==> src/common/rv_decode_config.svh <==
`ifndef RV_DECODE_CONFIG_SVH
`define RV_DECODE_CONFIG_SVH

`define XLEN 64
`define ILEN 32

// Major opcodes, instr[6:0]
`define OPC_REG      7'b0110011
`define OPC_REG_W    7'b0111011
`define OPC_IMM      7'b0010011
`define OPC_IMM_W    7'b0011011
`define OPC_LOAD     7'b0000011
`define OPC_JALR     7'b1100111
`define OPC_STORE    7'b0100011
`define OPC_BRANCH   7'b1100011
`define OPC_LUI      7'b0110111
`define OPC_AUIPC    7'b0010111
`define OPC_JAL      7'b1101111
`define OPC_FENCE    7'b0001111
`define OPC_SYSTEM   7'b1110011

// Exception cause codes
`define EXC_ILLEGAL  4'd2
`define EXC_BREAK    4'd3
`define EXC_ECALL_U  4'd8
`define EXC_ECALL_S  4'd9
`define EXC_ECALL_M  4'd11

`define SYS_MRET     12'b0011_0000_0010  // funct12 of mret

`endif

==> src/common/rv_decode_pkg.sv <==
`include "rv_decode_config.svh"

package rv_decode_pkg;

    // ALU operation codes as seen by the execute stage
    typedef enum logic [3:0] {
        ALU_ADD  = 4'd0,
        ALU_SUB  = 4'd1,
        ALU_AND  = 4'd2,
        ALU_OR   = 4'd3,
        ALU_XOR  = 4'd5,
        ALU_NOP  = 4'd10,
        ALU_SLT  = 4'd11,
        ALU_SLTU = 4'd12,
        ALU_SLL  = 4'd13,
        ALU_SRL  = 4'd14,
        ALU_SRA  = 4'd15
    } alu_op_e;

    // Control bundle handed to execute
    typedef struct packed {
        logic [4:0] w_regs_addr;       // Destination register
        logic       we_regs;           // Register file write
        logic       we_dmem;           // Data memory write
        logic [7:0] dmem_byte_en;      // Byte lanes for load/store
        logic       operand_b_is_imm;  // ALU B from immediate
        logic       is_jal;
        logic       is_jalr;
        logic       is_load;
        logic       is_auipc;
        logic       is_32bit;          // W-suffix operation
        alu_op_e    alu_op;
    } dec_ctrl_t;

    typedef struct packed {
        logic              taken;
        logic [`XLEN-1:0]  target;
    } branch_t;

    typedef struct packed {
        logic              exc_en;
        logic [3:0]        exc_code;
        logic [`XLEN-1:0]  exc_val;
        logic              mret;
    } trap_t;

endpackage

==> src/decoder/instr_field_decoder.sv <==
`timescale 1ns/1ps
`include "rv_decode_config.svh"

module instr_field_decoder (
    input  logic [`ILEN-1:0]        instr,
    output rv_decode_pkg::dec_ctrl_t ctrl,
    output logic [`XLEN-1:0]        imm,
    output logic [2:0]              funct3,
    output logic [4:0]              rs1_addr,
    output logic [4:0]              rs2_addr,
    output logic                    is_branch,
    output logic                    is_system,
    output logic                    illegal
);

    logic [7:0]       mem_be;
    logic [`XLEN-1:0] imm_i;
    logic [`XLEN-1:0] imm_s;
    logic [`XLEN-1:0] imm_b;
    logic [`XLEN-1:0] imm_u;
    logic [`XLEN-1:0] imm_j;

    assign imm_i = {{52{instr[31]}}, instr[31:20]};
    assign imm_s = {{52{instr[31]}}, instr[31:25], instr[11:7]};
    assign imm_b = {{52{instr[31]}}, instr[7], instr[30:25], instr[11:8], 1'b0};
    assign imm_u = {{32{instr[31]}}, instr[31:12], 12'b0};
    assign imm_j = {{44{instr[31]}}, instr[19:12], instr[20], instr[30:21], 1'b0};

    // Access width from funct3, unsigned variants not enabled
    always_comb begin
        case (instr[14:12])
            3'b000:  mem_be = 8'b0000_0001;  // Byte
            3'b001:  mem_be = 8'b0000_0011;  // Half
            3'b010:  mem_be = 8'b0000_1111;  // Word
            3'b011:  mem_be = 8'b1111_1111;  // Double
            default: mem_be = 8'b0000_0000;
        endcase
    end

    always_comb begin
        ctrl        = '0;
        ctrl.alu_op = rv_decode_pkg::ALU_NOP;  // Filled in by the ALU decoder
        imm         = '0;
        funct3      = 3'b000;
        rs1_addr    = 5'd0;
        rs2_addr    = 5'd0;
        is_branch   = 1'b0;
        is_system   = 1'b0;
        illegal     = 1'b0;

        case (instr[6:0])
            `OPC_REG, `OPC_REG_W: begin
                funct3           = instr[14:12];
                rs1_addr         = instr[19:15];
                rs2_addr         = instr[24:20];
                ctrl.w_regs_addr = instr[11:7];
                ctrl.we_regs     = 1'b1;
                ctrl.is_32bit    = (instr[6:0] == `OPC_REG_W);
            end
            `OPC_IMM, `OPC_IMM_W: begin
                funct3                = instr[14:12];
                rs1_addr              = instr[19:15];
                ctrl.w_regs_addr      = instr[11:7];
                imm                   = imm_i;
                ctrl.we_regs          = 1'b1;
                ctrl.operand_b_is_imm = 1'b1;
                ctrl.is_32bit         = (instr[6:0] == `OPC_IMM_W);
            end
            `OPC_LOAD: begin
                funct3                = instr[14:12];
                rs1_addr              = instr[19:15];
                ctrl.w_regs_addr      = instr[11:7];
                imm                   = imm_i;
                ctrl.we_regs          = 1'b1;
                ctrl.operand_b_is_imm = 1'b1;
                ctrl.is_load          = 1'b1;
                ctrl.dmem_byte_en     = mem_be;
            end
            `OPC_JALR: begin
                funct3                = instr[14:12];
                rs1_addr              = instr[19:15];
                ctrl.w_regs_addr      = instr[11:7];
                imm                   = imm_i;
                ctrl.we_regs          = 1'b1;
                ctrl.operand_b_is_imm = 1'b1;
                ctrl.is_jalr          = 1'b1;
            end
            `OPC_STORE: begin
                funct3                = instr[14:12];
                rs1_addr              = instr[19:15];
                rs2_addr              = instr[24:20];
                imm                   = imm_s;
                ctrl.we_dmem          = 1'b1;
                ctrl.operand_b_is_imm = 1'b1;
                ctrl.dmem_byte_en     = mem_be;
            end
            `OPC_BRANCH: begin
                funct3                = instr[14:12];
                rs1_addr              = instr[19:15];
                rs2_addr              = instr[24:20];
                imm                   = imm_b;
                ctrl.operand_b_is_imm = 1'b1;
                is_branch             = 1'b1;
            end
            `OPC_LUI, `OPC_AUIPC: begin
                ctrl.w_regs_addr      = instr[11:7];
                imm                   = imm_u;
                ctrl.we_regs          = 1'b1;
                ctrl.operand_b_is_imm = 1'b1;
                ctrl.is_auipc         = (instr[6:0] == `OPC_AUIPC);
            end
            `OPC_JAL: begin
                ctrl.w_regs_addr      = instr[11:7];
                imm                   = imm_j;
                ctrl.we_regs          = 1'b1;
                ctrl.operand_b_is_imm = 1'b1;
                ctrl.is_jal           = 1'b1;
            end
            `OPC_SYSTEM: begin
                funct3    = instr[14:12];  // Checked by the system decoder
                is_system = 1'b1;
            end
            `OPC_FENCE: begin
                // Single hart with in-order memory, nothing to order
            end
            default: begin
                illegal = 1'b1;
            end
        endcase
    end

endmodule

==> src/decoder/alu_op_decoder.sv <==
`timescale 1ns/1ps
`include "rv_decode_config.svh"

module alu_op_decoder (
    input  logic [`ILEN-1:0]       instr,
    output rv_decode_pkg::alu_op_e alu_op
);

    logic [6:0] opcode;
    logic [2:0] funct3;
    logic [6:0] funct7;

    assign opcode = instr[6:0];
    assign funct3 = instr[14:12];
    assign funct7 = instr[31:25];

    always_comb begin
        alu_op = rv_decode_pkg::ALU_NOP;
        case (opcode)
            `OPC_REG: begin
                case ({funct7, funct3})
                    10'b0000000_000: alu_op = rv_decode_pkg::ALU_ADD;
                    10'b0100000_000: alu_op = rv_decode_pkg::ALU_SUB;
                    10'b0000000_001: alu_op = rv_decode_pkg::ALU_SLL;
                    10'b0000000_010: alu_op = rv_decode_pkg::ALU_SLT;
                    10'b0000000_011: alu_op = rv_decode_pkg::ALU_SLTU;
                    10'b0000000_100: alu_op = rv_decode_pkg::ALU_XOR;
                    10'b0000000_101: alu_op = rv_decode_pkg::ALU_SRL;
                    10'b0100000_101: alu_op = rv_decode_pkg::ALU_SRA;
                    10'b0000000_110: alu_op = rv_decode_pkg::ALU_OR;
                    10'b0000000_111: alu_op = rv_decode_pkg::ALU_AND;
                    default:         alu_op = rv_decode_pkg::ALU_NOP;
                endcase
            end
            `OPC_REG_W: begin
                case ({funct7, funct3})
                    10'b0000000_000: alu_op = rv_decode_pkg::ALU_ADD;  // ADDW
                    10'b0100000_000: alu_op = rv_decode_pkg::ALU_SUB;  // SUBW
                    10'b0000000_001: alu_op = rv_decode_pkg::ALU_SLL;
                    10'b0000000_101: alu_op = rv_decode_pkg::ALU_SRL;
                    10'b0100000_101: alu_op = rv_decode_pkg::ALU_SRA;
                    default:         alu_op = rv_decode_pkg::ALU_NOP;
                endcase
            end
            `OPC_IMM: begin
                case (funct3)
                    3'b000: alu_op = rv_decode_pkg::ALU_ADD;
                    3'b001: alu_op = rv_decode_pkg::ALU_SLL;
                    3'b010: alu_op = rv_decode_pkg::ALU_SLT;
                    3'b011: alu_op = rv_decode_pkg::ALU_SLTU;
                    3'b100: alu_op = rv_decode_pkg::ALU_XOR;
                    3'b110: alu_op = rv_decode_pkg::ALU_OR;
                    3'b111: alu_op = rv_decode_pkg::ALU_AND;
                    default: begin
                        // RV64 shamt is 6 bits, so bit 25 belongs to it
                        if (funct7[6:1] == 6'b000000) begin
                            alu_op = rv_decode_pkg::ALU_SRL;
                        end else if (funct7[6:1] == 6'b010000) begin
                            alu_op = rv_decode_pkg::ALU_SRA;
                        end
                    end
                endcase
            end
            `OPC_IMM_W: begin
                case (funct3)
                    3'b000: alu_op = rv_decode_pkg::ALU_ADD;  // ADDIW
                    3'b001: alu_op = rv_decode_pkg::ALU_SLL;
                    3'b101: begin
                        if (funct7 == 7'b0000000) begin
                            alu_op = rv_decode_pkg::ALU_SRL;
                        end else if (funct7 == 7'b0100000) begin
                            alu_op = rv_decode_pkg::ALU_SRA;
                        end
                    end
                    default: alu_op = rv_decode_pkg::ALU_NOP;
                endcase
            end
            `OPC_LOAD, `OPC_STORE, `OPC_LUI, `OPC_AUIPC, `OPC_JAL, `OPC_JALR: begin
                alu_op = rv_decode_pkg::ALU_ADD;  // Address or link arithmetic
            end
            default: alu_op = rv_decode_pkg::ALU_NOP;
        endcase
    end

endmodule

==> src/source/branch_unit.sv <==
`timescale 1ns/1ps
`include "rv_decode_config.svh"

module branch_unit (
    input  logic [`XLEN-1:0]       regs_data1,
    input  logic [`XLEN-1:0]       regs_data2,
    input  logic [`XLEN-1:0]       pc_addr,
    input  logic [`XLEN-1:0]       imm,
    input  logic [2:0]             funct3,
    input  logic                   is_branch,
    input  logic                   is_jal,
    input  logic                   is_jalr,
    output rv_decode_pkg::branch_t branch
);

    logic cond;

    always_comb begin
        case (funct3)
            3'b000:  cond = (regs_data1 == regs_data2);                   // BEQ
            3'b001:  cond = (regs_data1 != regs_data2);                   // BNE
            3'b100:  cond = ($signed(regs_data1) <  $signed(regs_data2)); // BLT
            3'b101:  cond = ($signed(regs_data1) >= $signed(regs_data2)); // BGE
            3'b110:  cond = (regs_data1 <  regs_data2);                   // BLTU
            3'b111:  cond = (regs_data1 >= regs_data2);                   // BGEU
            default: cond = 1'b0;
        endcase
    end

    assign branch.taken = is_jal | is_jalr | (is_branch & cond);

    // jalr is register relative with the LSB dropped
    assign branch.target = is_jalr ? ((regs_data1 + imm) & ~`XLEN'd1)
                                   : (pc_addr + imm);

endmodule

==> src/source/system_decoder.sv <==
`timescale 1ns/1ps
`include "rv_decode_config.svh"

module system_decoder (
    input  logic [`ILEN-1:0]     instr,
    input  logic                 is_system,
    input  logic                 illegal,
    input  logic [1:0]           priv_lvl,
    output rv_decode_pkg::trap_t trap
);

    logic [11:0] funct12;
    logic        bad_instr;

    assign funct12 = instr[31:20];

    always_comb begin
        trap      = '0;
        bad_instr = illegal;

        if (is_system) begin
            if (instr[14:12] != 3'b000) begin
                bad_instr = 1'b1;  // CSR instructions not supported
            end else if (funct12 == 12'h000) begin
                trap.exc_en = 1'b1;  // ECALL
                case (priv_lvl)
                    2'b11:   trap.exc_code = `EXC_ECALL_M;
                    2'b01:   trap.exc_code = `EXC_ECALL_S;
                    default: trap.exc_code = `EXC_ECALL_U;
                endcase
            end else if (funct12 == 12'h001) begin
                trap.exc_en   = 1'b1;  // EBREAK
                trap.exc_code = `EXC_BREAK;
            end else if (funct12 == `SYS_MRET) begin
                trap.mret = 1'b1;
            end else begin
                bad_instr = 1'b1;
            end
        end

        if (bad_instr) begin
            trap.exc_en   = 1'b1;
            trap.exc_code = `EXC_ILLEGAL;
            trap.exc_val  = {{(`XLEN-`ILEN){1'b0}}, instr};  // Faulting encoding
        end
    end

endmodule

==> src/source/rv_decode_stage.sv <==
`timescale 1ns/1ps
`include "rv_decode_config.svh"

module rv_decode_stage (
    input  logic                     clk,
    input  logic                     rst_n,
    input  logic                     instr_valid,
    input  logic                     trap_taken,
    input  logic                     trap_done,
    input  logic [`ILEN-1:0]         instr,
    input  logic [`XLEN-1:0]         regs_data1,
    input  logic [`XLEN-1:0]         regs_data2,
    input  logic [`XLEN-1:0]         pc_addr,
    input  logic [1:0]               priv_lvl,
    output logic [4:0]               r_regs_addr1,
    output logic [4:0]               r_regs_addr2,
    output logic                     ex_valid,
    output rv_decode_pkg::dec_ctrl_t ex_ctrl,
    output logic [`XLEN-1:0]         ex_operand_b,
    output rv_decode_pkg::branch_t   ex_branch,
    output rv_decode_pkg::trap_t     ex_trap
);

    rv_decode_pkg::dec_ctrl_t fd_ctrl;
    rv_decode_pkg::dec_ctrl_t dec_ctrl;
    rv_decode_pkg::alu_op_e   alu_op;
    rv_decode_pkg::branch_t   branch;
    rv_decode_pkg::branch_t   dec_branch;
    rv_decode_pkg::trap_t     trap;
    rv_decode_pkg::trap_t     dec_trap;
    logic [`XLEN-1:0]         imm;
    logic [`XLEN-1:0]         operand_b;
    logic [2:0]               funct3;
    logic                     is_branch;
    logic                     is_system;
    logic                     illegal;

    instr_field_decoder field_dec_i (
        .instr     (instr),
        .ctrl      (fd_ctrl),
        .imm       (imm),
        .funct3    (funct3),
        .rs1_addr  (r_regs_addr1),
        .rs2_addr  (r_regs_addr2),
        .is_branch (is_branch),
        .is_system (is_system),
        .illegal   (illegal)
    );

    alu_op_decoder alu_dec_i (
        .instr  (instr),
        .alu_op (alu_op)
    );

    branch_unit branch_i (
        .regs_data1 (regs_data1),
        .regs_data2 (regs_data2),
        .pc_addr    (pc_addr),
        .imm        (imm),
        .funct3     (funct3),
        .is_branch  (is_branch),
        .is_jal     (fd_ctrl.is_jal),
        .is_jalr    (fd_ctrl.is_jalr),
        .branch     (branch)
    );

    system_decoder sys_dec_i (
        .instr     (instr),
        .is_system (is_system),
        .illegal   (illegal),
        .priv_lvl  (priv_lvl),
        .trap      (trap)
    );

    // Trap entry or exit blanks the decode
    always_comb begin
        dec_ctrl        = fd_ctrl;
        dec_ctrl.alu_op = alu_op;
        dec_branch      = branch;
        dec_trap        = trap;
        if (trap_taken || trap_done) begin
            dec_ctrl        = '0;
            dec_ctrl.alu_op = rv_decode_pkg::ALU_NOP;
            dec_branch      = '0;
            dec_trap        = '0;
        end
    end

    assign operand_b = dec_ctrl.operand_b_is_imm ? imm : regs_data2;

    always_ff @(posedge clk) begin
        if (!rst_n) begin
            ex_valid     <= 1'b0;
            ex_ctrl      <= '0;
            ex_operand_b <= '0;
            ex_branch    <= '0;
            ex_trap      <= '0;
        end else begin
            ex_valid     <= instr_valid;
            ex_ctrl      <= instr_valid ? dec_ctrl : '0;  // Bubble when idle
            ex_operand_b <= instr_valid ? operand_b : '0;
            ex_branch    <= instr_valid ? dec_branch : '0;
            ex_trap      <= instr_valid ? dec_trap : '0;
        end
    end

endmodule

==> config.mk <==
export PLATFORM = sky130hd
export DESIGN_NAME = rv_decode_stage
export DESIGN_NICKNAME = d
export VERILOG_FILES = /design/src/common/rv_decode_pkg.sv /design/src/decoder/instr_field_decoder.sv /design/src/decoder/alu_op_decoder.sv /design/src/source/branch_unit.sv /design/src/source/system_decoder.sv /design/src/source/rv_decode_stage.sv
export VERILOG_INCLUDE_DIRS = /design/src /design/src/common
export SDC_FILE = /design/constraint.sdc
export NUM_CORES = 1
export LEC_CHECK = 0
export ABC_AREA = 1
export ABC_CLOCK_PERIOD_IN_PS = 7200
export BUFFER_PORTS_ARGS = -buffer_cell sky130_fd_sc_hd__buf_2
export CELL_PAD_IN_SITES_DETAIL_PLACEMENT = 1
export CELL_PAD_IN_SITES_GLOBAL_PLACEMENT = 2
export CORE_UTILIZATION = 30
export DETAILED_ROUTE_END_ITERATION = 10
export GPL_ROUTABILITY_DRIVEN = 0
export PLACE_DENSITY = 0.94
export SLEW_MARGIN = 30
export SYNTH_ARGS = -nofsm -noshare
export SYNTH_HDL_FRONTEND = slang
export SYNTH_SLANG_ARGS = --single-unit
==> constraint.sdc <==
create_clock -name clk -period 7.2 [get_ports clk]
set_clock_uncertainty 0.05 [all_clocks]
set_input_delay 1.44 -clock clk [delete_from_list [all_inputs] [get_ports clk]]
set_output_delay 1.44 -clock clk [all_outputs]
set_load 0.02 [all_outputs]
==> results.py <==
metrics = {
    "cts": {
        "postCtsHoldBufs": 0,
        "cts_setup_buffers": 0,
        "cts-root-buf": "clkbuf_16",
        "cts_tree": "built",
        "cts.sinks": 188,
        "cts-buffers-inserted": 17,
        "h-tree-depth": 4,
        "clkSlewWorstSetupHoldPaths_ps": 90,
        "post_cts_resized": 0,
        "clockBufferDepth": 2,
    },
    "drt": {
        "dr.pass1.iters": 5,
        "drc": 0,
        "drtIter0Drc": 1571,
        "viasPerCell": 5.23,
        "wirelength_mm": 83.1,
        "vias": 20667,
        "ant_nets": 0,
        "wl_per_cell_um": 21.1,
    },
    "power_and_ir_drop": {
        "pwr-share-clk_pct": 36.8,
        "powerDensity_mw_per_mm2": 139,
        "p_int_mw": 1.80,
        "p_seq_share_pct": 37.0,
        "total_power_mw": 2.90,
        "p_comb_share_pct": 26.1,
        "switching_share_pct": 38.0,
        "ir_drop_v": 0.000201,
        "p_sw_mw": 1.10,
        "p_leak_nw": 10.9,
    },
    "sta": {
        "maxSlewHeadroom_pct": 33.6,
        "min_period_over_period_pct": 80.5,
        "clock.fmax_mhz": 173,
        "maxSlewViolCount": 0,
        "finalHoldViolations": 0,
        "tightestPinTransition_ps": 985,
        "setup_viol": 0,
        "post-route-min-period_ps": 5790,
        "setup_slack_ps": 1410,
        "grt_setup_unrepaired": "false",
        "tns_ps": 0,
    },
    "status": {
        "status": "completed",
    },
    "hold_path": {
        "hold_end": "ex_trap[1]",
        "min_from": "instr[0]",
        "holdPathStages": 3,
        "hp-class": "in -> reg",
    },
    "logic_synthesis": {
        "synth_edf_count": 0,
        "synth_top_area_share_pct": 21.8,
        "yosys_warnings": 0,
        "async_flop_share_pct": 0,
        "ys_ff_latch": 188,
        "synthFlopType": "dfxtp_1",
        "avgSynthCellArea_um2": 6.27,
        "yosys.area.top_type": "dfxtp_1",
        "syn_inst": 2761,
        "syn_area_mm2": 0.0173,
        "ys_seq_area_share_pct": 21.8,
        "synthTopCellsByArea": "dfxtp_1 22%, ha_1 14%, a21oi_1 12%",
        "synth.distinct_cells": 55,
    },
    "finish": {
        "drive_above_1_share_pct": 16.6,
        "layout_commonest_cell": "nand2_1",
        "final_core_util_pct": 36.7,
        "fillers": 7643,
        "area_growth_pct": 20.3,
        "final_cells": 3948,
        "fin_nets": 3595,
        "final_cell_mix": "439 x nand2_1, 432 x buf_2, 416 x inv_1",
    },
    "placement": {
        "portBuffers": 432,
        "place_ws_ps": 1030,
        "dp.cells": 3910,
        "hpwlAfterDp_mm": 70.9,
    },
    "grt": {
        "grt_pass1_wl_mm": 123,
        "antenna_found_initial": 7,
        "first_global_vias": 20534,
        "grt_max_degree": 71,
        "grt_overflow_total": 0,
        "grt_usage_pct": 27.7,
    },
    "floorplan": {
        "io_pins": 466,
        "initial_core_util_pct": 30.5,
        "rows": 87,
        "die_x_um": 242,
        "die_area_mm2": 0.0586,
        "die_y_um": 242,
        "core_mm2": 0.0567,
    },
    "setup_path": {
        "critical_path_class": "in -> reg",
        "worst_setup_path_start_kind": "input pin",
        "required_ps": 7510,
        "critPathArrivalTime_ps": 6100,
        "endpoint_kind": "register",
        "crit_fanout": 35,
    },
    "run": {
        "maxCapViolCount": 0,
    },
}
state kept, by name, summed over array words and instances (netlist names):
name          cells
ex_operand_b     64
ex_trap          37
ex_valid          1
ex_ctrl          21
ex_branch        65
through the flow:
| stage | instance area, um2 | hold slack (ps) |
|---|---|---|
| CTS | 20800 | 1070 |
| global route | 20800 | 1100 |
| detailed placement | 20100 | 1650 |
| floorplan | 17400 | 1460 |
| global placement | 20100 | 1640 |
| finish | 20800 | 1110 |
metal layers:
| metal | vias up | wire length (um) | part of all wire, % | track usage (%) |
|---|---|---|---|---|
| met5 | - | 8 | 0.0096 | 0 |
| met4 | 2 | 2280 | 2.7 | 9.64 |
| met3 | 108 | 5350 | 6.4 | 4.64 |
| met2 | 728 | 38300 | 46 | 45.5 |
| met1 | 9839 | 37200 | 45 | 36.5 |
| li1 | 9990 | - | - | - |
logic make-up after synthesis:
kind of cell | Yosys count | synth area share, %
buffers and inverters | 510 | 12.0
adders and majority gates | 191 | 13.9
xor gates and xnor gates | 45 | 2.28
DFF | 188 | 21.8
and+or+nand+nor | 1039 | 25.3
other | 1 | 0.0217
AOI/OAI and AO/OA | 787 | 24.8
power groups by stage:
stage	clock (mW)	combinational (mW)	sequential, mW
after global routing	1.13	0.831	1.08
after floorplan	0	0.425	1.13
final	1.07	0.758	1.07
after global placement	0	0.735	1.10
after detailed placement	0	0.744	1.10
after CTS	1.09	0.750	1.07
Yosys cell counts, types with 3 or more instances:
cell type and instances:
nand4_1 25, nand3b_1 8, nand3_2 5, buf_4 37, inv_2 8, o21ai_0 241, o22ai_1 7, o21a_1 16
xor2_1 24, nand2_4 3, nor3_1 34, xnor2_1 21, nor2_2 5, a21oi_1 400, a31oi_1 36, a211oi_1 10
or2_2 14, nand3_1 93, clkbuf_1 27, nand2_2 7, a21boi_0 11, buf_2 16, o21bai_1 7, ha_1 189
clkinv_1 3, a221oi_1 4, nor2_1 374, o211ai_1 14, a21o_1 18, inv_1 417, nand2_1 439, nor4_1 24
dfxtp_1 188, o2111ai_1 6
critical path, stage by stage:
cell and delay, ps:
buf_2 120, nand2_1 110, inv_2 60, nand2_2 140, nor2_1 90, nor2_2 150
nand2_4 100, nor3_4 260, inv_2 80, nor2_2 180, inv_2 70, nand2_2 130
inv_2 320, buf_4 380, ha_1 470, nand2_1 130, nor2_1 180, inv_1 100
nor4_1 530, nand3_1 230, nand3_1 260, a21oi_1 130, or2_2 290, nand3_1 70
a21oi_1 80
how the worst max path moves through the flow:
stage | from | end | slack, ps | cells after the start
6_report | instr[0] | ex_branch[59] | 1410 | 25
5_1_grt | instr[3] | ex_branch[62] | 1030 | 26
4_1_cts | instr[0] | ex_branch[59] | 1560 | 25
3_5_place_dp | instr[0] | ex_branch[59] | 1030 | 25
3_3_place_gp | instr[0] | ex_branch[59] | 1130 | 25
2_1_floorplan | instr[3] | ex_branch[62] | 1830 | 24
final cells by class:
type                    count  area (um2)  area share (%)
clock buffers              17         425            2.04
repair buffers            443        2240            10.8
diodes                      6        15.0          0.0721
clock inverters            15         229            1.10
well taps                 756         946            4.54
multi-input cells        2095       11600            55.7
flip-flops and latches    188        3760            18.1
inverters                 428        1610            7.72
Note: power is estimated with default switching activity, not from simulation.
